File: src/source/tcdm_pkg.sv
`default_nettype none

package tcdm_pkg;

  // one bank lane carries a single 32-bit word
  localparam int unsigned LANE_DW = 32;
  // one enable bit per byte of the lane
  localparam int unsigned LANE_BW = LANE_DW / 8;

  // byte address of the wide port
  localparam int unsigned ADDR_W = 32;

  // payload of one lane, used on both request and response side
  typedef logic [LANE_DW-1:0] lane_data_t;

  // byte enables of one lane
  typedef logic [LANE_BW-1:0] lane_be_t;

endpackage

`default_nettype wire

File: src/source/router_pkg.sv
`default_nettype none

package router_pkg;

  // upper bound for the bank index field, real bank count is a module parameter
  localparam int unsigned NB_BANKS_MAX_LOG = 4;

  // byte offset inside one 32-bit lane word
  localparam int unsigned BYTE_OFFS_W = $clog2(tcdm_pkg::LANE_BW);

  // whatever is left above the bank index
  localparam int unsigned ROW_FIELD_W = tcdm_pkg::ADDR_W - NB_BANKS_MAX_LOG - BYTE_OFFS_W;

  // bank index as it sits in the address
  typedef logic [NB_BANKS_MAX_LOG-1:0] bank_idx_t;

  // row address inside one bank
  typedef logic [tcdm_pkg::ADDR_W-1:0] bank_row_t;

  // word-interleaved view: row | bank index | byte offset
  typedef struct packed {
    logic [ROW_FIELD_W-1:0] row;
    bank_idx_t              idx;
    logic [BYTE_OFFS_W-1:0] offs;
  } wide_addr_fields_t;

  // raw byte address and its decoded view share one word
  typedef union packed {
    logic [tcdm_pkg::ADDR_W-1:0] raw;
    wide_addr_fields_t           f;
  } wide_addr_u;

endpackage

`default_nettype wire

File: src/source/tcdm_channel_if.sv
`timescale 1ns/10ps
`default_nettype none

interface tcdm_channel_if;

  // request side, driven by the initiator
  logic                  req;
  router_pkg::bank_row_t add;
  // 1 selects a read, 0 a write
  logic                  wen;
  tcdm_pkg::lane_be_t    be;
  tcdm_pkg::lane_data_t  data;

  // accepted when req and gnt are both high
  logic                  gnt;
  // r_valid one cycle after acceptance, r_data only meaningful for reads
  logic                  r_valid;
  tcdm_pkg::lane_data_t  r_data;

  modport initiator (
    output req, add, wen, be, data,
    input  gnt, r_valid, r_data
  );

  modport target (
    input  req, add, wen, be, data,
    output gnt, r_valid, r_data
  );

endinterface

`default_nettype wire

File: src/source/tcdm_bank.sv
`timescale 1ns/10ps
`default_nettype none

module tcdm_bank #(
  parameter int unsigned BANK_ROWS = 64
) (
  input  logic           clk_i,
  input  logic           rst_ni,
  input  logic           busy_i,
  tcdm_channel_if.target port
);

  localparam int unsigned ROW_W   = (BANK_ROWS > 1) ? $clog2(BANK_ROWS) : 1;
  localparam int unsigned LANE_BW = tcdm_pkg::LANE_BW;

  tcdm_pkg::lane_data_t mem [BANK_ROWS];
  tcdm_pkg::lane_data_t r_data_q;
  logic [ROW_W-1:0]     row;
  logic                 access;
  logic                 r_valid_q;

  // row wraps inside the bank
  assign row = port.add[ROW_W-1:0];

  // busy stands for another user holding the bank
  assign access   = port.req & ~busy_i;
  assign port.gnt = access;

  // byte-masked write
  always_ff @(posedge clk_i) begin
    if (access && !port.wen) begin
      for (int i = 0; i < LANE_BW; i++) begin
        if (port.be[i]) begin
          mem[row][i*8 +: 8] <= port.data[i*8 +: 8];
        end
      end
    end
  end

  // read word captured on a granted read
  always_ff @(posedge clk_i) begin
    if (access && port.wen) begin
      r_data_q <= mem[row];
    end
  end

  // every granted access answers one cycle later
  always_ff @(posedge clk_i or negedge rst_ni) begin
    if (!rst_ni) begin
      r_valid_q <= 1'b0;
    end else begin
      r_valid_q <= access;
    end
  end

  assign port.r_valid = r_valid_q;
  assign port.r_data  = r_data_q;

endmodule

`default_nettype wire

File: src/flat_wrapper.sv
// flat-port wrapper written by rule: the top's interface ports become plain ports
module tcdm_bank_flat 
#(
  parameter int unsigned BANK_ROWS = 64
)
  (clk_i, rst_ni, busy_i, port_req, port_add, port_wen, port_be, port_data, port_gnt, port_r_valid, port_r_data);
  tcdm_channel_if port_i ();
  input  logic clk_i;
  input  logic rst_ni;
  input  logic busy_i;
  input wire logic [$bits(port_i.req)-1:0] port_req;
  input wire logic [$bits(port_i.add)-1:0] port_add;
  input wire logic [$bits(port_i.wen)-1:0] port_wen;
  input wire logic [$bits(port_i.be)-1:0] port_be;
  input wire logic [$bits(port_i.data)-1:0] port_data;
  output wire logic [$bits(port_i.gnt)-1:0] port_gnt;
  output wire logic [$bits(port_i.r_valid)-1:0] port_r_valid;
  output wire logic [$bits(port_i.r_data)-1:0] port_r_data;
  assign port_i.req = port_req;
  assign port_i.add = port_add;
  assign port_i.wen = port_wen;
  assign port_i.be = port_be;
  assign port_i.data = port_data;
  assign port_gnt = port_i.gnt;
  assign port_r_valid = port_i.r_valid;
  assign port_r_data = port_i.r_data;
  tcdm_bank #(.BANK_ROWS(BANK_ROWS)) u_core (.clk_i(clk_i), .rst_ni(rst_ni), .busy_i(busy_i), .port(port_i));
endmodule
File: config.mk
export PLATFORM = sky130hd
export DESIGN_NAME = tcdm_bank_flat
export DESIGN_NICKNAME = d
export VERILOG_FILES = /design/src/source/tcdm_pkg.sv /design/src/source/router_pkg.sv /design/src/source/tcdm_channel_if.sv /design/src/source/tcdm_bank.sv /design/src/flat_wrapper.sv
export SDC_FILE = /design/constraint.sdc
export NUM_CORES = 2
export LEC_CHECK = 0
export BUFFER_PORTS_ARGS = -buffer_cell sky130_fd_sc_hd__buf_2
export CAP_MARGIN = 25
export CORE_UTILIZATION = 60
export CTS_CLUSTER_SIZE = 14
export DETAILED_ROUTE_END_ITERATION = 7
export PLACE_DENSITY = 0.76
export SETUP_SLACK_MARGIN = 0.4
export SYNTH_ARGS = -nofsm -noshare
export SYNTH_HDL_FRONTEND = slang
export SYNTH_SLANG_ARGS = --single-unit
File: constraint.sdc
create_clock -name clk_i -period 2.2 [get_ports clk_i]
set_input_delay 0.44 -clock clk_i [delete_from_list [all_inputs] [get_ports clk_i]]
set_output_delay 0.44 -clock clk_i [all_outputs]
set_load 0.01 [all_outputs]
# == Word-level counts from Yosys, hierarchy flattened ==
# Memory sizes are Yosys's and may differ from the RTL's. A register that Yosys moved wholly into a read port is not among the register bits.
# Cells that the tools add are included.
# op_classes
add_sub_neg,0
n_mul,0
n_div,0
n_lt_le_gt_ge,0
eq_ne,0
shift,0
n_mux,12
bitwise,2
reduce_logical,3
# op_table
cell,n
1-bit two-way mux,12
1-bit logical AND,2
1-bit AND,1
1-bit logical NOT,1
1-bit inverter,1
# word_totals
register_bits,1
latchBits,0
mem_bits_rw,2048
rom_bits,0
in_bits,73
output_inout_bits,34
n_memories,1
# mem_list
name,depth,word_bits,read_ports,rd_clocked_by_memory_dff,wr,line_no,source
u_core.mem,64,32,1,1,1,tcdm_bank.sv:16,tcdm_pkg::lane_data_t mem [BANK_ROWS];

# == Logic depth before layout (Yosys ltp) ==
# logic_depth
ltp_word,5
mapped_depth,11

# == Worst setup path after synthesis ==
# Ideal clock, no wire load.
# synth_timing
kind,input to register
startpoint,in port_req
endpoint,"mem u_core.mem[36][10] (netlist bit), enable pin"
setup_ps,370
arrival_time_ps,2161
setup_slack_ps,-331
stages,7
path_buffers,3
cell_sequence,nor2b_1 -> nor2b_1 -> clkbuf_1 -> nand2_1 -> clkbuf_1 -> clkbuf_1 -> nor2_1
# synth_between
elab_chain_len,4
# synth_lines
element,line_no,source
"start, declared",flat_wrapper.sv:11,input wire logic [$bits(port_i.req)-1:0] port_req;
1-bit AND,tcdm_bank.sv:26,assign access = port.req & ~busy_i;
1-bit logical AND,tcdm_bank.sv:31,if (access && !port.wen) begin
1-bit two-way mux,tcdm_bank.sv:31,
1-bit two-way mux (implied by the code),tcdm_bank.sv:34,mem[row][i*8 +: 8] <= port.data[i*8 +: 8];
"end, declared",tcdm_bank.sv:16,
# Every way passes these cells.

# == Final worst setup path ==
# layout_timing
startpoint,"reg u_core.r_data_q[25], in the netlist u_core.port.r_data[25], read port of u_core.mem"
endpoint,out port_r_data[25]
# layout_rtl
element,line_no,source
"start, declared",tcdm_bank.sv:17,tcdm_pkg::lane_data_t r_data_q;
"end, declared",flat_wrapper.sv:18,output wire logic [$bits(port_i.r_data)-1:0] port_r_data;
# No word-level cell between the ends.

==> qor.yml <==
logic_synthesis:
  synth_cell_types: 59
  synth_top_family_by_area: "compound AO/OA/AOI/OAI gates"
  synth-simple-area-share_pct: 4.424
  synth_fa_ha_area_share_pct: 0
  syn_inst: 4802
  async_flop_share_pct: 0.04805
  ys_seq_area_share_pct: 77.54
  synth_mux_area_share_pct: 5.291
  synth_area_leaders: "edfxtp_1 78%, a221oi_1 4.0%, mux2i_1 2.3%"
  synth_compound_area_share_pct: 10.65
  postSynthAreaPerCell_um2: 16.78
  synth_edf_count: 2080
  netlist_area_um2: 80580
  ys_warn_count: 0
  ys_ff_latch: 2081
  synthFlopType: "edfxtp_1"
  yosys.area.top_type: "edfxtp_1"
  synth_nets: 4875
  synth_top_cell_area_share_pct: 77.51
  synth_xor_area_share_pct: 0
die:
  die_width_um: 368.5
  core_um2: 133300
  row_count: 134
  ios: 107
  initial_core_util_pct: 60.46
  die_y_um: 368.5
  die-area_um2: 135800
setup_path:
  critical_path_arrival_ns: 1.81
  crit_fanout: 1
  rr_endpoint: "u_core.port.r_data[29]"
  setup.worst_path.end_class: "output pin"
  reg2reg_from: "u_core.mem[45][29]"
  path_cells: "buf_2"
  crit_cells: 1
  worstSetupEndpoint: "port_r_data[25]"
  crit_start: "u_core.port.r_data[25]"
  crit_required_ns: 1.76
  cp.buffers_inverters: 1
  cpPeakStageDelay_ns: 0.71
  critPathKind: "reg -> out"
  r2r_cells: 6
  worst_setup_path_start_kind: "register"
  rrSetupSlack_ns: -0.03
  critical_path.top_delay_family: "flip-flops"
  crit_slowest_cell: "edfxtp_1"
route:
  wl_mm: 252.8
  drt_iter0_drc: 8931
  first_pass_iters: 7
  wl_per_cell_um: 33.59
  viasPerCell: 7.066
  drcViolationCount: 0
  antenna_left: 0
  routed-via-count: 53162
sta:
  hold_violations: 0
  maxSlewHeadroom_pct: 36.31
  slew_viol_final: 0
  finalSetupViolations: 9
  skew_ns: 0.04254
  hold_slack_ns: 0.08976
  fin_ws_ns: -0.05357
  worst_pin_slew_ns: 0.9510
  fin_crit_ns: 2.254
  fin_crit_sh_pct: 102.4
  fmax_mhz: 443.7
  rsz0062_at_grt: "yes"
global_routing:
  overflow: 0
  grt_pass1_wl_mm: 352.6
  grtUsageTotal_pct: 36.42
  grt_max_degree: 65
  grt_pass1_vias: 50862
  antenna_found_initial: 14
outcome:
  violations: "setup timing"
  status: "complete, but fails checks"
power_and_ir_drop:
  switching_share_pct: 22.47
  leakagePower_nw: 33.07
  p_int_mw: 64.28
  p_per_area_nw_per_um2: 833.1
  vdd_ir_drop_max_uv: 1002
  clkPwrFrac_pct: 40.4
  power_frac_comb_pct: 6.9
  p_switching_mw: 18.63
  p_seq_share_pct: 52.8
final_layout:
  final_common_cell: "edfxtp_1"
  final_area_um2: 99510
  area_growth_pct: 23.49
  stdcell_count: 7524
  nNetsFinal: 5657
  mostFrequentLayoutCells: "2080 x edfxtp_1, 662 x buf_4, 326 x nor2_1"
  final_layout_size_suffix_gt1_share_pct: 30.52
  fin_util_pct: 74.66
job:
  drv_cap: 0
clock_network:
  clk_pin_slew_ns: 0.06
  cts_max_path_buffers: 3
  insertion_delay_ns: 0.86
  numCtsBuffers: 196
  cts_tree: "done"
  htree_levels: 4
  clockRootBuffer: "clkbuf_16"
  clock-sinks: 2081
place:
  dp_hpwl_mm: 157.0
  placedCellCount: 7118
  dpl_cell_area_um2: 91070
  io_buffers: 80
  gp_congestion: 0.9246
min_path:
  hold_class: "in -> reg"
==> synthesized netlist by cell type (14+ instances only) <==
cell type / count
o211ai_1: 14
mux4_2: 21
a21oi_1: 196
clkbuf_1: 183
buf_1: 28
edfxtp_1: 2080
nor3b_1: 14
and3_1: 29
a22o_1: 43
o21ai_1: 24
nor2_1: 421
a221o_1: 30
nand2_1: 157
mux2_2: 125
or4_1: 16
buf_2: 132
o22ai_1: 80
nor3_1: 46
o21ai_0: 138
a221oi_1: 366
nand3b_1: 27
mux2_1: 49
a211oi_1: 17
mux2i_1: 183
a31oi_1: 16
a22oi_1: 211
==> sequential cells by signal, summed over array words and instances, names as in the netlist <==
name,count
u_core.mem,2048
u_core.port.r_data,32
u_core.port.r_valid,1
==> kinds of logic (layout without fill, tap and decap cells) <==
group / count (synthesis) / after routing
mux: 378 / 378
compound gates: 1186 / 1186
flops: 2081 / 2081
other cells: 0 / 5
simple gates: 787 / 788
buf+inv: 370 / 1318
==> layout make-up <==
| class | count | area, µm² |
|---|---|---|
| antenna | 5 | 12.51 |
| clock buffer | 236 | 5055 |
| clock inverter | 129 | 1274 |
| fill | 7054 | 33780 |
| inverter | 3 | 21.27 |
| multi-input combinational | 2352 | 18930 |
| sequential | 2081 | 62480 |
| tap | 1768 | 2212 |
| timing repair buffer | 950 | 9527 |
==> power by group through the flow <==
stage | combinational, mW | clock [mW] | sequential, mW
5_1_grt | 5.82 | 35.0 | 43.7
2_1_floorplan | 2.22 | 0 | 44.6
6_report | 5.69 | 33.5 | 43.7
3_3_place_gp | 4.87 | 0 | 44.6
4_1_cts | 5.27 | 33.4 | 43.7
3_5_place_dp | 5.00 | 0 | 44.6
==> how the worst min path moves through the flow <==
| stage | start | end | slack (ns) | cells after the start |
|---|---|---|---|---|
| final | port_data[3] | u_core.mem[44][3] | 0.09 | 2 |
| after global routing | port_data[3] | u_core.mem[4][3] | 0.08 | 2 |
| after CTS | port_data[10] | u_core.mem[42][10] | 0.06 | 2 |
| after detailed placement | rst_ni | u_core.port.r_valid | 0.22 | 1 |
| after global placement | rst_ni | u_core.port.r_valid | 0.21 | 1 |
| after floorplan | rst_ni | u_core.port.r_valid | 0.14 | 0 |
==> worst register-to-register path, stage by stage, from the launching register on <==
cell	delay, ns
edfxtp_1	0.40
mux2i_1	0.28
mux4_2	0.31
a21oi_1	0.08
buf_4	0.17
a2111oi_4	0.39
nand4_1	0.28
==> metal layers <==
metal	vias to the layer above	global-route usage, %	share of wire (%)
met4	10	18.34	5.8
li1	21144	-	-
met5	-	0	0.025
met1	26354	49.08	34
met2	4828	54.62	45
met3	826	10.47	15
==> per-stage QoR <==
step / TNS (ns) / setup slack [ns] / power, mW
6_report: -0.1615 / -0.05357 / 82.91
5_1_grt: -0.2608 / -0.1090 / 84.49
4_1_cts: -0.04257 / -0.03905 / 82.42
3_5_place_dp: -550.32 / -0.8547 / 49.57
3_3_place_gp: -518.96 / -0.8219 / 49.44
2_1_floorplan: -73.96 / -0.2429 / 46.80
==> what timing repair did <==
action | CTS | global route
endpoints found under the setup margin | 422 | 134
pin swaps | 81 | 78
cloned | 1 | 4
hold buffers | 3 | 0
hold endpoints to repair | 2 | 0
gates resized for setup | 255 | 165
buffers inserted | 7 | 21
Power figures use the tool's default switching activity.
