--- config.mk ---
export PLATFORM = sky130hd
export DESIGN_NAME = req_fifo
export DESIGN_NICKNAME = d
export VERILOG_FILES = /design/src/source/tcdm_pkg.sv /design/src/source/router_pkg.sv /design/src/source/req_fifo.sv
export SDC_FILE = /design/constraint.sdc
export NUM_CORES = 1
export LEC_CHECK = 0
export BUFFER_PORTS_ARGS = -buffer_cell sky130_fd_sc_hd__buf_4
export CORE_MARGIN = 5
export CORE_UTILIZATION = 52
export DETAILED_ROUTE_END_ITERATION = 8
export HOLD_SLACK_MARGIN = 0.08
export PLACE_DENSITY_LB_ADDON = 0.2
export SLEW_MARGIN = 30
export SYNTH_ARGS = -nofsm -noshare
export SYNTH_HDL_FRONTEND = slang
export SYNTH_SLANG_ARGS = --single-unit
--- constraint.sdc ---
create_clock -name clk_i -period 11.2 [get_ports clk_i]
set_input_delay 1.68 -clock clk_i [delete_from_list [all_inputs] [get_ports clk_i]]
set_output_delay 1.68 -clock clk_i [all_outputs]
set_load 0.05 [all_outputs]
--- src/source/tcdm_pkg.sv ---
`default_nettype none

package tcdm_pkg;

  // one bank lane carries a single 32-bit word
  localparam int unsigned LANE_DW = 32;
  // one enable bit per byte of the lane
  localparam int unsigned LANE_BW = LANE_DW / 8;

  // byte address of the wide port
  localparam int unsigned ADDR_W = 32;

  // payload of one lane, used on both request and response side
  typedef logic [LANE_DW-1:0] lane_data_t;

  // byte enables of one lane
  typedef logic [LANE_BW-1:0] lane_be_t;

endpackage

`default_nettype wire

--- src/source/router_pkg.sv ---
`default_nettype none

package router_pkg;

  // upper bound for the bank index field, real bank count is a module parameter
  localparam int unsigned NB_BANKS_MAX_LOG = 4;

  // byte offset inside one 32-bit lane word
  localparam int unsigned BYTE_OFFS_W = $clog2(tcdm_pkg::LANE_BW);

  // whatever is left above the bank index
  localparam int unsigned ROW_FIELD_W = tcdm_pkg::ADDR_W - NB_BANKS_MAX_LOG - BYTE_OFFS_W;

  // bank index as it sits in the address
  typedef logic [NB_BANKS_MAX_LOG-1:0] bank_idx_t;

  // row address inside one bank
  typedef logic [tcdm_pkg::ADDR_W-1:0] bank_row_t;

  // word-interleaved view: row | bank index | byte offset
  typedef struct packed {
    logic [ROW_FIELD_W-1:0] row;
    bank_idx_t              idx;
    logic [BYTE_OFFS_W-1:0] offs;
  } wide_addr_fields_t;

  // raw byte address and its decoded view share one word
  typedef union packed {
    logic [tcdm_pkg::ADDR_W-1:0] raw;
    wide_addr_fields_t           f;
  } wide_addr_u;

endpackage

`default_nettype wire

--- src/source/req_fifo.sv ---
`timescale 1ns/10ps
`default_nettype none

module req_fifo #(
  parameter int unsigned FIFO_DEPTH = 2,
  parameter int unsigned WIDE_WORDS = 4
) (
  input  logic                                     clk_i,
  input  logic                                     rst_ni,
  input  logic                                     in_req_i,
  input  router_pkg::wide_addr_u                   in_add_i,
  input  logic                                     in_wen_i,
  input  logic [WIDE_WORDS*tcdm_pkg::LANE_BW-1:0]  in_be_i,
  input  logic [WIDE_WORDS*tcdm_pkg::LANE_DW-1:0]  in_data_i,
  output logic                                     in_gnt_o,
  output logic                                     out_req_o,
  output router_pkg::wide_addr_u                   out_add_o,
  output logic                                     out_wen_o,
  output logic [WIDE_WORDS*tcdm_pkg::LANE_BW-1:0]  out_be_o,
  output logic [WIDE_WORDS*tcdm_pkg::LANE_DW-1:0]  out_data_o,
  input  logic                                     out_gnt_i
);

  if (FIFO_DEPTH == 0) begin : gen_bypass
    // no storage, handshake goes straight through
    assign out_req_o  = in_req_i;
    assign out_add_o  = in_add_i;
    assign out_wen_o  = in_wen_i;
    assign out_be_o   = in_be_i;
    assign out_data_o = in_data_i;
    assign in_gnt_o   = out_gnt_i;
  end else begin : gen_fifo
    localparam int unsigned PTR_W = (FIFO_DEPTH > 1) ? $clog2(FIFO_DEPTH) : 1;
    localparam int unsigned CNT_W = $clog2(FIFO_DEPTH + 1);

    logic [tcdm_pkg::ADDR_W-1:0]              add_mem  [FIFO_DEPTH];
    logic                                     wen_mem  [FIFO_DEPTH];
    logic [WIDE_WORDS*tcdm_pkg::LANE_BW-1:0]  be_mem   [FIFO_DEPTH];
    logic [WIDE_WORDS*tcdm_pkg::LANE_DW-1:0]  data_mem [FIFO_DEPTH];
    logic [PTR_W-1:0]                         wr_ptr_q;
    logic [PTR_W-1:0]                         rd_ptr_q;
    logic [CNT_W-1:0]                         cnt_q;
    logic [CNT_W-1:0]                         cnt_d;
    logic                                     room_q;
    logic                                     push;
    logic                                     pop;

    assign push  = in_req_i & room_q;
    assign pop   = out_req_o & out_gnt_i;
    assign cnt_d = cnt_q + CNT_W'(push) - CNT_W'(pop);

    always_ff @(posedge clk_i or negedge rst_ni) begin
      if (!rst_ni) begin
        wr_ptr_q <= '0;
        rd_ptr_q <= '0;
        cnt_q    <= '0;
        // no grant while in reset
        room_q   <= 1'b0;
      end else begin
        if (push) begin
          wr_ptr_q <= (wr_ptr_q == PTR_W'(FIFO_DEPTH - 1)) ? '0 : wr_ptr_q + 1'b1;
        end
        if (pop) begin
          rd_ptr_q <= (rd_ptr_q == PTR_W'(FIFO_DEPTH - 1)) ? '0 : rd_ptr_q + 1'b1;
        end
        cnt_q  <= cnt_d;
        // room for one more entry next cycle
        room_q <= (cnt_d < CNT_W'(FIFO_DEPTH));
      end
    end

    // payload storage
    always_ff @(posedge clk_i) begin
      if (push) begin
        add_mem[wr_ptr_q]  <= in_add_i.raw;
        wen_mem[wr_ptr_q]  <= in_wen_i;
        be_mem[wr_ptr_q]   <= in_be_i;
        data_mem[wr_ptr_q] <= in_data_i;
      end
    end

    assign in_gnt_o      = room_q;
    // head is valid as soon as one entry is stored
    assign out_req_o     = (cnt_q != '0);
    assign out_add_o.raw = add_mem[rd_ptr_q];
    assign out_wen_o     = wen_mem[rd_ptr_q];
    assign out_be_o      = be_mem[rd_ptr_q];
    assign out_data_o    = data_mem[rd_ptr_q];
  end

endmodule

`default_nettype wire

# ---- Word-level counts from Yosys, hierarchy flattened
# Memory sizes are Yosys's and may differ from the RTL's.
# Index checks and enable logic that the tools add are counted.
dict set report classes {
  shift 0
  n_lt_le_gt_ge 1
  eq_ne 0
  mul 0
  div 0
  reduce_logical 1
  addsub 4
  n_mux 4
  bitwise 2
}
# op n
set op_table {}
lappend op_table {{1-bit 2-to-1 mux} 4}
lappend op_table {{1-bit adder, second input constant} 2}
lappend op_table {{2-bit by 1-bit adder with 2-bit output} 1}
lappend op_table {{1-bit AND} 2}
lappend op_table {{2-bit less-than comparator, second input constant} 1}
lappend op_table {{2-bit nonzero test} 1}
lappend op_table {{2-bit by 1-bit subtractor with 2-bit output} 1}
dict set report word_totals {
  n_memories 4
  out_inout_bits 179
  ram_bits 354
  latchBits 0
  rom_bits 0
  ff_bits 5
}
# memory words word_bits rd rd_ports_with_merged_regs wr line
set mem_list {}
lappend mem_list {gen_fifo.data_mem 2 128 1 0 1 req_fifo.sv:39} ;# logic [WIDE_WORDS*tcdm_pkg::LANE_DW-1:0] data_mem [FIFO_DEPTH];
lappend mem_list {gen_fifo.add_mem 2 32 1 0 1 req_fifo.sv:36} ;# logic [tcdm_pkg::ADDR_W-1:0] add_mem [FIFO_DEPTH];
lappend mem_list {gen_fifo.be_mem 2 16 1 0 1 req_fifo.sv:38} ;# logic [WIDE_WORDS*tcdm_pkg::LANE_BW-1:0] be_mem [FIFO_DEPTH];
lappend mem_list {gen_fifo.wen_mem 2 1 1 0 1 req_fifo.sv:37} ;# logic wen_mem [FIFO_DEPTH];

# ---- Logic depth before layout (Yosys ltp)
# Gate-level depths: netlist of the first run.
dict set report logic_depth {
  ltp_word 4
  mapped_depth 5
  ltp_nobuf 5
}

# ---- Worst setup path after synthesis of the first run
# No wires, ideal clock.
dict set report synth_timing {
  path_kind {input port to flip-flop}
  start {in in_req_i}
  end {mem gen_fifo.add_mem[0][0] (netlist name) (enable)}
  slack_ps 1318
  t_arrival_ps 9164
  path_stages 2
  setup_time_ps 717
  t_required_ps 10483
  cell_sequence {nand2_1 > nor2_1}
}
dict set report synth_via {
  elab_chain_len 3
}
# item line
set synth_rtl {}
lappend synth_rtl {{start, declared} req_fifo.sv:10} ;# input logic in_req_i,
lappend synth_rtl {{1-bit AND} req_fifo.sv:48} ;# assign push = in_req_i & room_q;
lappend synth_rtl {{1-bit 2-to-1 mux} req_fifo.sv:74} ;# if (push) begin
lappend synth_rtl {{1-bit 2-to-1 mux (not written as such)} req_fifo.sv:75} ;# add_mem[wr_ptr_q] <= in_add_i.raw;
lappend synth_rtl {{end, declared} req_fifo.sv:36}
# No other way between the ends.

# ---- Worst setup path in the final report of the first run
dict set report layout_timing {
  start {reg gen_fifo.rd_ptr_q}
  end {out out_data_o[91] (netlist name)}
}
dict set report layout_via {
  elab_chain_len 1
}
# item line
set layout_rtl {}
lappend layout_rtl {{start, declared} req_fifo.sv:41} ;# logic [PTR_W-1:0] rd_ptr_q;
lappend layout_rtl {{start signal, assigned} req_fifo.sv:64} ;# rd_ptr_q <= (rd_ptr_q == PTR_W'(FIFO_DEPTH - 1)) ? '0 : rd_ptr_q + 1'b1;
lappend layout_rtl {{memory 2 x 128 bit} n/a}
lappend layout_rtl {{end, declared} req_fifo.sv:20} ;# output logic [WIDE_WORDS*tcdm_pkg::LANE_DW-1:0] out_data_o,
# No other way between the ends.

==> summary.txt, run 1 <==
Synthesis
  • Syn Inst Count: 570
  • #FFs+latches synth: about 360
  • Synth top area cells: edfxtp_1, mux2_4, mux2_2
  • Yosys warning count: 0
  • Post-Syn Area: 0.0134 mm²
  • Sequential-to-total area share from yosys stat: 0.801
  • Portion of netlist area occupied by mux cells: 0.177
  • Largest family of logic cells by synthesized area: multiplexers
  • Distinct cells, synth: 16
  • Async set-or-reset flop fraction in the synthesized netlist: 0.0139
  • Avg Cell Area, Syn: approximately 24 µm²
  • Synth Area in Compound Gates: 0.000559
  • Yosys top cell by area: edfxtp_1
  • Most frequent cell after synthesis: edfxtp_1
  • Post-Synth Simple-Gate Area: 0.00224
  • Post-Synth Adder-Cell Area: 0.000932
  • XOR/XNOR share of the synthesized area: 0.00326
  • Post-synth EDFFs: 354
  • Commonest cells post-synth: edfxtp_1, mux2_4, mux2_2
  • Post-synth top area share: 0.792
  • Syn_nets: 752
  • Top FF cell, synth: edfxtp_1

Clock network
  • Root Buffer: clkbuf_16
  • Post-cts resize count: 0
  • CTS tree: yes
  • H-Tree Depth: 2
  • Clk_lat worst skew: 0.50 ns
  • Setup bufs post-CTS: 0
  • CTS sink cnt: between 300 and 400
  • Clk slew on worst S/H paths: 0.06 ns
  • Total CTS buffers: 37
  • Clk buf depth: 3
  • Post-CTS Hold Buffers: 0

Timing
  • Final hold slack: roughly 0.54 ns
  • Setup TNS: 0 ns
  • Final period util: 0.405
  • RSZ-0062 raised after global routing: false
  • Setup Skew: between 0.015 and 0.02 ns
  • Setup violators final: 0
  • Final Hold Vio Count: 0
  • Slew headroom: 0.367
  • Worst slew pin tran: about 0.95 ns
  • Fin crit period: ~4.5 ns
  • Fmax: about 0.22 GHz
  • Slew Viols, Final: 0

Pwr
  • Lkg Pwr: about 6.8 nW
  • Max VDD drop: between 200 and 250 µV
  • Pwr Density: between 300 and 400 mW/mm²

Place
  • Placed Cells: ~1200
  • DPL Wire Length: between 15000 and 20000 µm
  • Buffers on Ports: roughly 360
  • Dpl cell area: roughly 0.016 mm²
  • Routability Congestion: between 0.8 and 0.9

Die
  • Die area: approximately 0.03 mm²
  • Die height: between 150 and 200 µm
  • Initial Util: 0.530
  • I/O Pins: 360
  • # rows: 58
  • Die Width: around 170 µm
  • CORE AREA: roughly 0.025 mm²

Worst setup path
  • Crit path arrival time: between 2 and 3 ns
  • Startpoint Class: flop
  • Worst reg-to-reg path cell count: 4
  • Setup Crit Path Kind: flop to output port
  • RR Startpoint: in_gnt_o
  • CP max FO: just under 70
  • Reg2reg end: gen_fifo.data_mem[0][119]
  • Setup slack, reg-to-reg: 8.69 ns
  • Crit. End Element: output port
  • WP data required: 9.52 ns

GRT
  • GRT overflow: 0
  • Vias in the first global route: 7162
  • Global-route wire length before repair: between 40000 and 50000 µm
  • Initial antenna violation count: 1
  • Largest net degree at the start of global routing: 73
  • Gr usage total: 0.181

Min path
  • HP Class: flop to flop
  • Hold EP: gen_fifo.cnt_q[0]
  • Worst Hold Depth: 1
  • Worst Hold Launch: gen_fifo.cnt_q[0]

Job
  • MaxCap Viol Count: 0

Final layout
  • Area growth syn-to-layout: 30.9%
  • Fill count: roughly 1600
  • Post-layout util: 0.694
  • Fin area: 0.0176 mm²
  • Layout Nets: 1138
  • Post-route non-filler standard cell count: between 1000 and 1500
  • Ratio of cells with drive above 1 in the final layout: 0.610

Outcome
  • Status: finished clean

Route
  • DRT Pass-1 Iters: 4
  • Avg Vias per Cell: about 5
  • DRC violations left: 0
  • WL final: between 20000 and 30000 µm
  • Wire per inst: between 20 and 25 µm
  • Initial DRC count: around 450
  • Vias after detailed routing: ~6700
  • ANT nets after route: 0
[final cells by class]
type	instances	area, µm²	area share
Antenna cell	1	2.50	0.000142
Timing Repair Buffer	367	2790	0.159
Tap cell	330	413	0.0235
Clock inverter	18	134	0.00762
Sequential cell	359	10800	0.612
Clock buffer	44	995	0.0566
Multi-Input combinational cell	191	2490	0.142
[state kept, by name, indices dropped and copies added (netlist names)]
register           flops
gen_fifo.wen_mem       2
gen_fifo.rd_ptr_q      1
in_gnt_o               1
gen_fifo.cnt_q         2
gen_fifo.data_mem    256
gen_fifo.be_mem       32
gen_fifo.add_mem      64
gen_fifo.wr_ptr_q      1
[stage by stage]
step           setup slack (ns)  total power [mW]
5_1_grt                    6.52              5.50
4_1_cts                    6.35              5.35
3_3_place_gp               6.94              4.18
2_1_floorplan              1.32              3.67
6_report                   6.66              5.29
3_5_place_dp               6.89              4.20
[layer usage]
| metal | wire (µm) | GRT usage | share of wire | vias to the layer above |
|---|---|---|---|---|
| met5 | 0 | 0 | 0 | - |
| met4 | 793 | 0.0622 | 0.029 | 0 |
| met1 | 10100 | 0.225 | 0.37 | 3280 |
| met3 | 3210 | 0.0769 | 0.12 | 53 |
| met2 | 13000 | 0.289 | 0.48 | 325 |
| li1 | - | - | - | 3041 |
[power breakdown]
group	total [mW]	switching, mW	internal (mW)
Combinational	2.26	1.47	0.797
Sequential	1.90	0.111	1.78
Clock	1.13	0.458	0.675
[critical path, cell delays in order (launching register included)]
cell and delay, ns:
dfrtp_4 1.01, buf_6 0.60, mux2_2 0.42, buf_4 0.19
[worst max path at each step]
stage                      start                     end  slack, ns  depth (start not counted)
2_1_floorplan           in_req_i  gen_fifo.add_mem[0][0]       1.32                          2
3_3_place_gp   gen_fifo.rd_ptr_q          out_data_o[87]       6.94                          3
3_5_place_dp   gen_fifo.rd_ptr_q          out_data_o[91]       6.89                          3
4_1_cts        gen_fifo.rd_ptr_q          out_data_o[91]       6.35                          3
5_1_grt        gen_fifo.rd_ptr_q         out_data_o[112]       6.52                          3
6_report       gen_fifo.rd_ptr_q          out_data_o[91]       6.66                          3
[cells in the final DEF (no fill, tap or decap), types with 2 or more instances in the layout]
cell type	synthesis	final
mux2_4	101	101
nand2_1	2	2
xnor2_1	3	3
clkinv_1	0	8
buf_6	15	3
bufinv_16	0	2
xor2_1	2	2
clkbuf_1	0	5
dfrtp_1	5	4
mux2_2	76	76
edfxtp_1	354	354
clkinv_2	0	7
clkbuf_16	0	39
buf_4	0	363
[logic make-up (layout without fill, tap and decap cells)]
| family | count (synthesis) | count (layout) |
|---|---|---|
| fa+ha+maj | 1 | 1 |
| flops | 359 | 359 |
| xor+xnor | 5 | 5 |
| mux | 178 | 178 |
| other cells | 0 | 1 |
| buf+inv | 20 | 429 |
| compound gates | 1 | 1 |
| simple gates | 6 | 6 |
Power figures use the tool's default switching activity.
==> inputs of run 2 (changes only) <==
--- a/config.mk
+++ b/config.mk
@@ -7,7 +7,7 @@
 export LEC_CHECK = 0
 export BUFFER_PORTS_ARGS = -buffer_cell sky130_fd_sc_hd__buf_4
 export CORE_MARGIN = 5
-export CORE_UTILIZATION = 52
+export CORE_UTILIZATION = 47
 export DETAILED_ROUTE_END_ITERATION = 8
 export HOLD_SLACK_MARGIN = 0.08
 export PLACE_DENSITY_LB_ADDON = 0.2
==> constraint.sdc (replaced) <==
create_clock -name clk_i -period 3.76 [get_ports clk_i]
set_input_delay 0.564 -clock clk_i [delete_from_list [all_inputs] [get_ports clk_i]]
set_output_delay 0.564 -clock clk_i [all_outputs]
set_load 0.05 [all_outputs]
==> summary.txt, run 2 (synthesis results as in run 1) <==
Outcome
  • Status: finished clean

Route
  • WL final: about 27000 µm
  • Avg Vias per Cell: approximately 5
  • Vias after detailed routing: 6627
  • DRC violations left: 0
  • Initial DRC count: approximately 370
  • Wire per inst: between 20 and 25 µm
  • DRT Pass-1 Iters: 4
  • ANT nets after route: 0

GRT
  • Vias in the first global route: 7040
  • GRT overflow: 0
  • Initial antenna violation count: 0
  • Global-route wire length before repair: 39700 µm
  • Largest net degree at the start of global routing: around 100
  • Gr usage total: 0.163

Clock network
  • H-Tree Depth: 2
  • Total CTS buffers: 38
  • CTS tree: yes
  • Clk buf depth: 3
  • Setup bufs post-CTS: 0
  • Clk slew on worst S/H paths: 0.06 ns
  • CTS sink cnt: around 360
  • Clk_lat worst skew: a little over 0.5 ns
  • Root Buffer: clkbuf_16

Die
  • Initial Util: 0.479
  • CORE AREA: about 0.028 mm²
  • # rows: around 60
  • Die height: 179 µm
  • Die area: 0.0320 mm²
  • I/O Pins: 360
  • Die Width: 179 µm

Final layout
  • Max reg flops: roughly 260
  • Commonest non-fill, non-tap cell in the layout: buf_4
  • Area growth syn-to-layout: 32.2%
  • Inserted Diodes: 0
  • Ratio of cells with drive above 1 in the final layout: 0.612
  • Commonest cells after routing, fill and taps aside: buf_4, edfxtp_1, mux2_4
  • Reg area: approximately 0.011 mm²
  • Footprint of the multi-input gates: around 0.0025 mm²
  • Post-route non-filler standard cell count: ~1400
  • Layout Nets: around 1100
  • Top Registers: gen_fifo.data_mem (256), gen_fifo.add_mem (64), gen_fifo.be_mem (32)
  • Post-layout util: 0.634
  • Top reg by flops: gen_fifo.data_mem
  • Fill count: 2002

Worst setup path
  • Crit path arrival time: ~2.3 ns
  • Setup slack, reg-to-reg: about 1.9 ns
  • RR Startpoint: gen_fifo.wr_ptr_q
  • Startpoint Class: flop
  • Crit. End Element: output port
  • WP data required: roughly 3.2 ns
  • Worst reg-to-reg path cell count: 2
  • Setup Crit Path Kind: flop to output port
  • CP max FO: 66
  • Reg2reg end: gen_fifo.data_mem[1][26]

Timing
  • Worst Slack Setup Final: 0.866 ns
  • Setup TNS: 0 ns
  • Fin crit period: ~2.9 ns
  • Fmax: 0.346 GHz
  • Slew headroom: 0.488
  • Worst slew pin tran: between 0.7 and 0.8 ns
  • Setup Skew: between 0.01 and 0.015 ns
  • RSZ-0062 raised after global routing: false
  • Slew Viols, Final: 0
  • Final period util: 0.770
  • Setup violators final: 0
  • Final Hold Vio Count: 0

Pwr
  • Lkg Pwr: 6.86 nW
  • Pwr Density: roughly 900 mW/mm²
  • Total chip power: about 16 mW
  • Max VDD drop: between 600 and 700 µV

Job
  • MaxCap Viol Count: 0

Place
  • Placed Cells: between 1000 and 1500
  • Routability Congestion: 0.759
  • Pre-CTS WS: between 1 and 1.5 ns
  • Buffers on Ports: 359
  • DPL Wire Length: about 18000 µm

Min path
  • Hold EP: gen_fifo.data_mem[1][60]
  • Worst Hold Depth: 1
  • Worst Hold Launch: in_data_i[60]
  • HP Class: input port to flop
==> run 2: worst max-delay path, cell delays in order, from the launching register on <==
cell and delay, ns:
dfrtp_4 0.71, buf_12 0.38, mux2_2 0.41, buf_4 0.19
==> run 2: repair_timing <==
action | in CTS | in global routing
resized for setup | 0 | 0
hold endpoints to repair | 5 | 0
hold buffers | 1 | 0
==> run 2: layout make-up <==
| cell class | count | area share |
|---|---|---|
| flip-flops and latches | 359 | 0.606 |
| clock buffers | 47 | 0.0591 |
| multi-input cells | 191 | 0.140 |
| clock inverters | 18 | 0.00776 |
| well taps | 378 | 0.0267 |
| repair buffers | 369 | 0.160 |
==> run 2: worst max-delay path by stage <==
stage / startpoint / depth (start not counted) / endpoint
3_3_place_gp: gen_fifo.rd_ptr_q / 3 / out_data_o[98]
4_1_cts: gen_fifo.rd_ptr_q / 3 / out_data_o[98]
6_report: gen_fifo.rd_ptr_q / 3 / out_data_o[127]
3_5_place_dp: gen_fifo.rd_ptr_q / 3 / out_data_o[126]
2_1_floorplan: in_gnt_o / 2 / gen_fifo.add_mem[0][0]
5_1_grt: gen_fifo.rd_ptr_q / 3 / out_data_o[98]
==> run 2: per-layer routing <==
metal / part of all wire / up-vias / GRT usage / wire (µm)
li1: - / 3051 / - / -
met4: 0.026 / 0 / 0.0553 / 708
met5: 0 / - / 0 / 0
met3: 0.10 / 47 / 0.0595 / 2780
met2: 0.50 / 267 / 0.271 / 13500
met1: 0.38 / 3262 / 0.197 / 10300
==> run 2: power by group <==
group / leakage, nW / internal, mW / total [mW] / switching, mW
logic: 2.97 / 2.40 / 6.89 / 4.50
clock network: 0.573 / 2.11 / 3.52 / 1.41
registers: 3.32 / 5.31 / 5.55 / 0.237
==> run 2: per-stage QoR <==
stage	hold WS [ns]	area (µm²)
after floorplan	0.268	13400
after global placement	0.371	16500
after detailed placement	0.372	16500
after CTS	0.211	17700
after global routing	0.204	17700
final	0.235	17700
==> inputs of run 3 (changes only) <==
--- a/config.mk
+++ b/config.mk
@@ -7,7 +7,7 @@
 export LEC_CHECK = 0
 export BUFFER_PORTS_ARGS = -buffer_cell sky130_fd_sc_hd__buf_4
 export CORE_MARGIN = 5
-export CORE_UTILIZATION = 47
+export CORE_UTILIZATION = 52
 export DETAILED_ROUTE_END_ITERATION = 8
 export HOLD_SLACK_MARGIN = 0.08
 export PLACE_DENSITY_LB_ADDON = 0.2
==> constraint.sdc (replaced) <==
create_clock -name clk_i -period 3 [get_ports clk_i]
set_input_delay 0.45 -clock clk_i [delete_from_list [all_inputs] [get_ports clk_i]]
set_output_delay 0.45 -clock clk_i [all_outputs]
set_load 0.05 [all_outputs]
==> summary.txt, run 3 (synthesis results as in run 1) <==
Min path
  • HP Class: input port to flop
  • Worst Hold Depth: 1

Die
  • Die area: 0.0291 mm²
  • I/O Pins: between 300 and 400
  • Die height: between 150 and 200 µm
  • Die Width: approximately 170 µm
  • CORE AREA: approximately 0.025 mm²
  • Initial Util: 0.530
  • # rows: between 50 and 60

GRT
  • Met3 usage: 0.0730
  • GR peak layer: met2
  • Initial antenna violation count: 2
  • GRT overflow: 0
  • GRT met1 Usage: 0.217
  • Largest net degree at the start of global routing: 99
  • Global-route wire length before repair: around 40000 µm
  • Met2 GRT Util: 0.306
  • Vias in the first global route: just over 7000
  • Gr usage total: 0.182

Worst setup path
  • Crit-path cells: buf_12 -> mux2_4 -> buf_4
  • WP buf/inv: 2
  • Worst path max stage delay: 0.64 ns
  • Setup Crit Path Kind: flop to output port
  • Crit path arrival time: between 2 and 2.5 ns
  • Worst reg-to-reg path cell count: 2
  • CP max stage cell: dfrtp_4
  • CP Depth: 3
  • Startpoint Class: flop
  • WP data required: approximately 2.6 ns
  • CP max FO: 60
  • Top cell family by delay on the critical path: flip-flops
  • Crit. End Element: output port

Final layout
  • Footprint of the multi-input gates: 0.00250 mm²
  • Fill count: around 1700
  • Layout Nets: 1140
  • Commonest cells after routing, fill and taps aside: buf_4, edfxtp_1, mux2_4
  • Top reg by flops: gen_fifo.data_mem
  • Post-layout util: 0.696
  • Area growth syn-to-layout: 31.3%
  • Reg area: 0.0108 mm²
  • Top Registers: gen_fifo.data_mem (256), gen_fifo.add_mem (64), gen_fifo.be_mem (32)
  • Max reg flops: ~260
  • Commonest non-fill, non-tap cell in the layout: buf_4
  • Fin area: 0.0176 mm²
  • Ratio of cells with drive above 1 in the final layout: 0.610

Clock network
  • Clk slew on worst S/H paths: about 0.06 ns
  • Total CTS buffers: 37
  • Clk_lat worst skew: approximately 0.49 ns
  • CTS tree: yes
  • CTS sink cnt: 359
  • H-Tree Depth: 2
  • Clk buf depth: 3
  • Root Buffer: clkbuf_16

Pwr
  • Pwr Density: between 1000 and 1500 mW/mm²
  • Lkg Pwr: about 7 nW
  • Max VDD drop: roughly 1100 µV

Route
  • Vias after detailed routing: 6665
  • ANT nets after route: 0
  • DRT Pass-1 Iters: 5
  • WL final: 27400 µm
  • Avg Vias per Cell: just over 5
  • DRC violations left: 0
  • Initial DRC count: around 470
  • Wire per inst: ~21 µm

Place
  • Pre-CTS WS: a little under 0.9 ns
  • Routability Congestion: 0.778
  • Buffers on Ports: approximately 360
  • DPL Wire Length: roughly 19000 µm
  • Dpl cell area: about 0.017 mm²

Timing
  • Fin crit period: roughly 2.6 ns
  • Slew headroom: 0.607
  • Worst Slack Setup Final: around 0.38 ns
  • RSZ-0062 raised after global routing: false
  • Final period util: 0.873
  • Final hold slack: between 0.1 and 0.15 ns
  • Final Hold Vio Count: 0
  • Worst slew pin tran: ~0.6 ns
  • Setup TNS: 0 ns
  • Fmax: roughly 0.38 GHz
  • Slew Viols, Final: 0
  • Setup violators final: 0
  • Setup Skew: about 0.013 ns

Outcome
  • Status: finished clean

Job
  • MaxCap Viol Count: 0
run 3: cell types whose count changed in the layout (fill, tap and decap cells not counted), moves of 2 or more:
| cell | change |
|---|---|
| clkbuf_16 | -4 |
| clkbuf_1 | +3 |
| clkinvlp_4 | -3 |
| clkinv_1 | -2 |
run 3: through the flow:
step,std cells,total power [mW]
3_3_place_gp,1248,15.7
6_report,1312,19.8
5_1_grt,1312,20.6
3_5_place_dp,1248,15.8
4_1_cts,1311,20.0
2_1_floorplan,570,13.5
run 3: repair_timing:
action | in CTS | in global routing
gates resized for setup | 0 | 0
hold endpoints to repair | 5 | 0
buffers inserted | 0 | 0
hold buffers | 1 | 0
run 3: per-layer routing:
metal	vias up	wire length [µm]
met1	3275	10000
met3	53	2950
met4	2	834
met5	-	7
li1	3046	-
met2	289	13500
run 3: area by class of cell:
type                            instances  area share
Clock buffer                           46      0.0544
Sequential cell                       359       0.610
Multi-Input combinational cell        191       0.142
Timing Repair Buffer                  369       0.162
Antenna cell                            1    0.000142
Clock inverter                         16     0.00859
Tap cell                              330      0.0234
run 3: path summary, 6_finish.rpt:
| check | start | to | slack, ns |
|---|---|---|---|
| min in group asynchronous | rst_ni | gen_fifo.cnt_q[1] | 0.36 |
| max in group asynchronous | rst_ni | gen_fifo.rd_ptr_q | 2.51 |
| max | gen_fifo.rd_ptr_q | out_add_o[29] | 0.38 |
| max reg2reg | gen_fifo.wr_ptr_q | gen_fifo.data_mem[1][16] | 1.31 |
| min | in_add_i[6] | gen_fifo.add_mem[0][6] | 0.14 |
| min reg2reg | gen_fifo.cnt_q[0] | gen_fifo.cnt_q[0] | 0.53 |
run 3: report_power, final:
part	leakage (nW)	total [mW]	switching, mW	internal, mW
sequential	3.32	6.94	0.289	6.65
clock	0.546	4.22	1.70	2.51
combinational	2.97	8.66	5.64	3.02
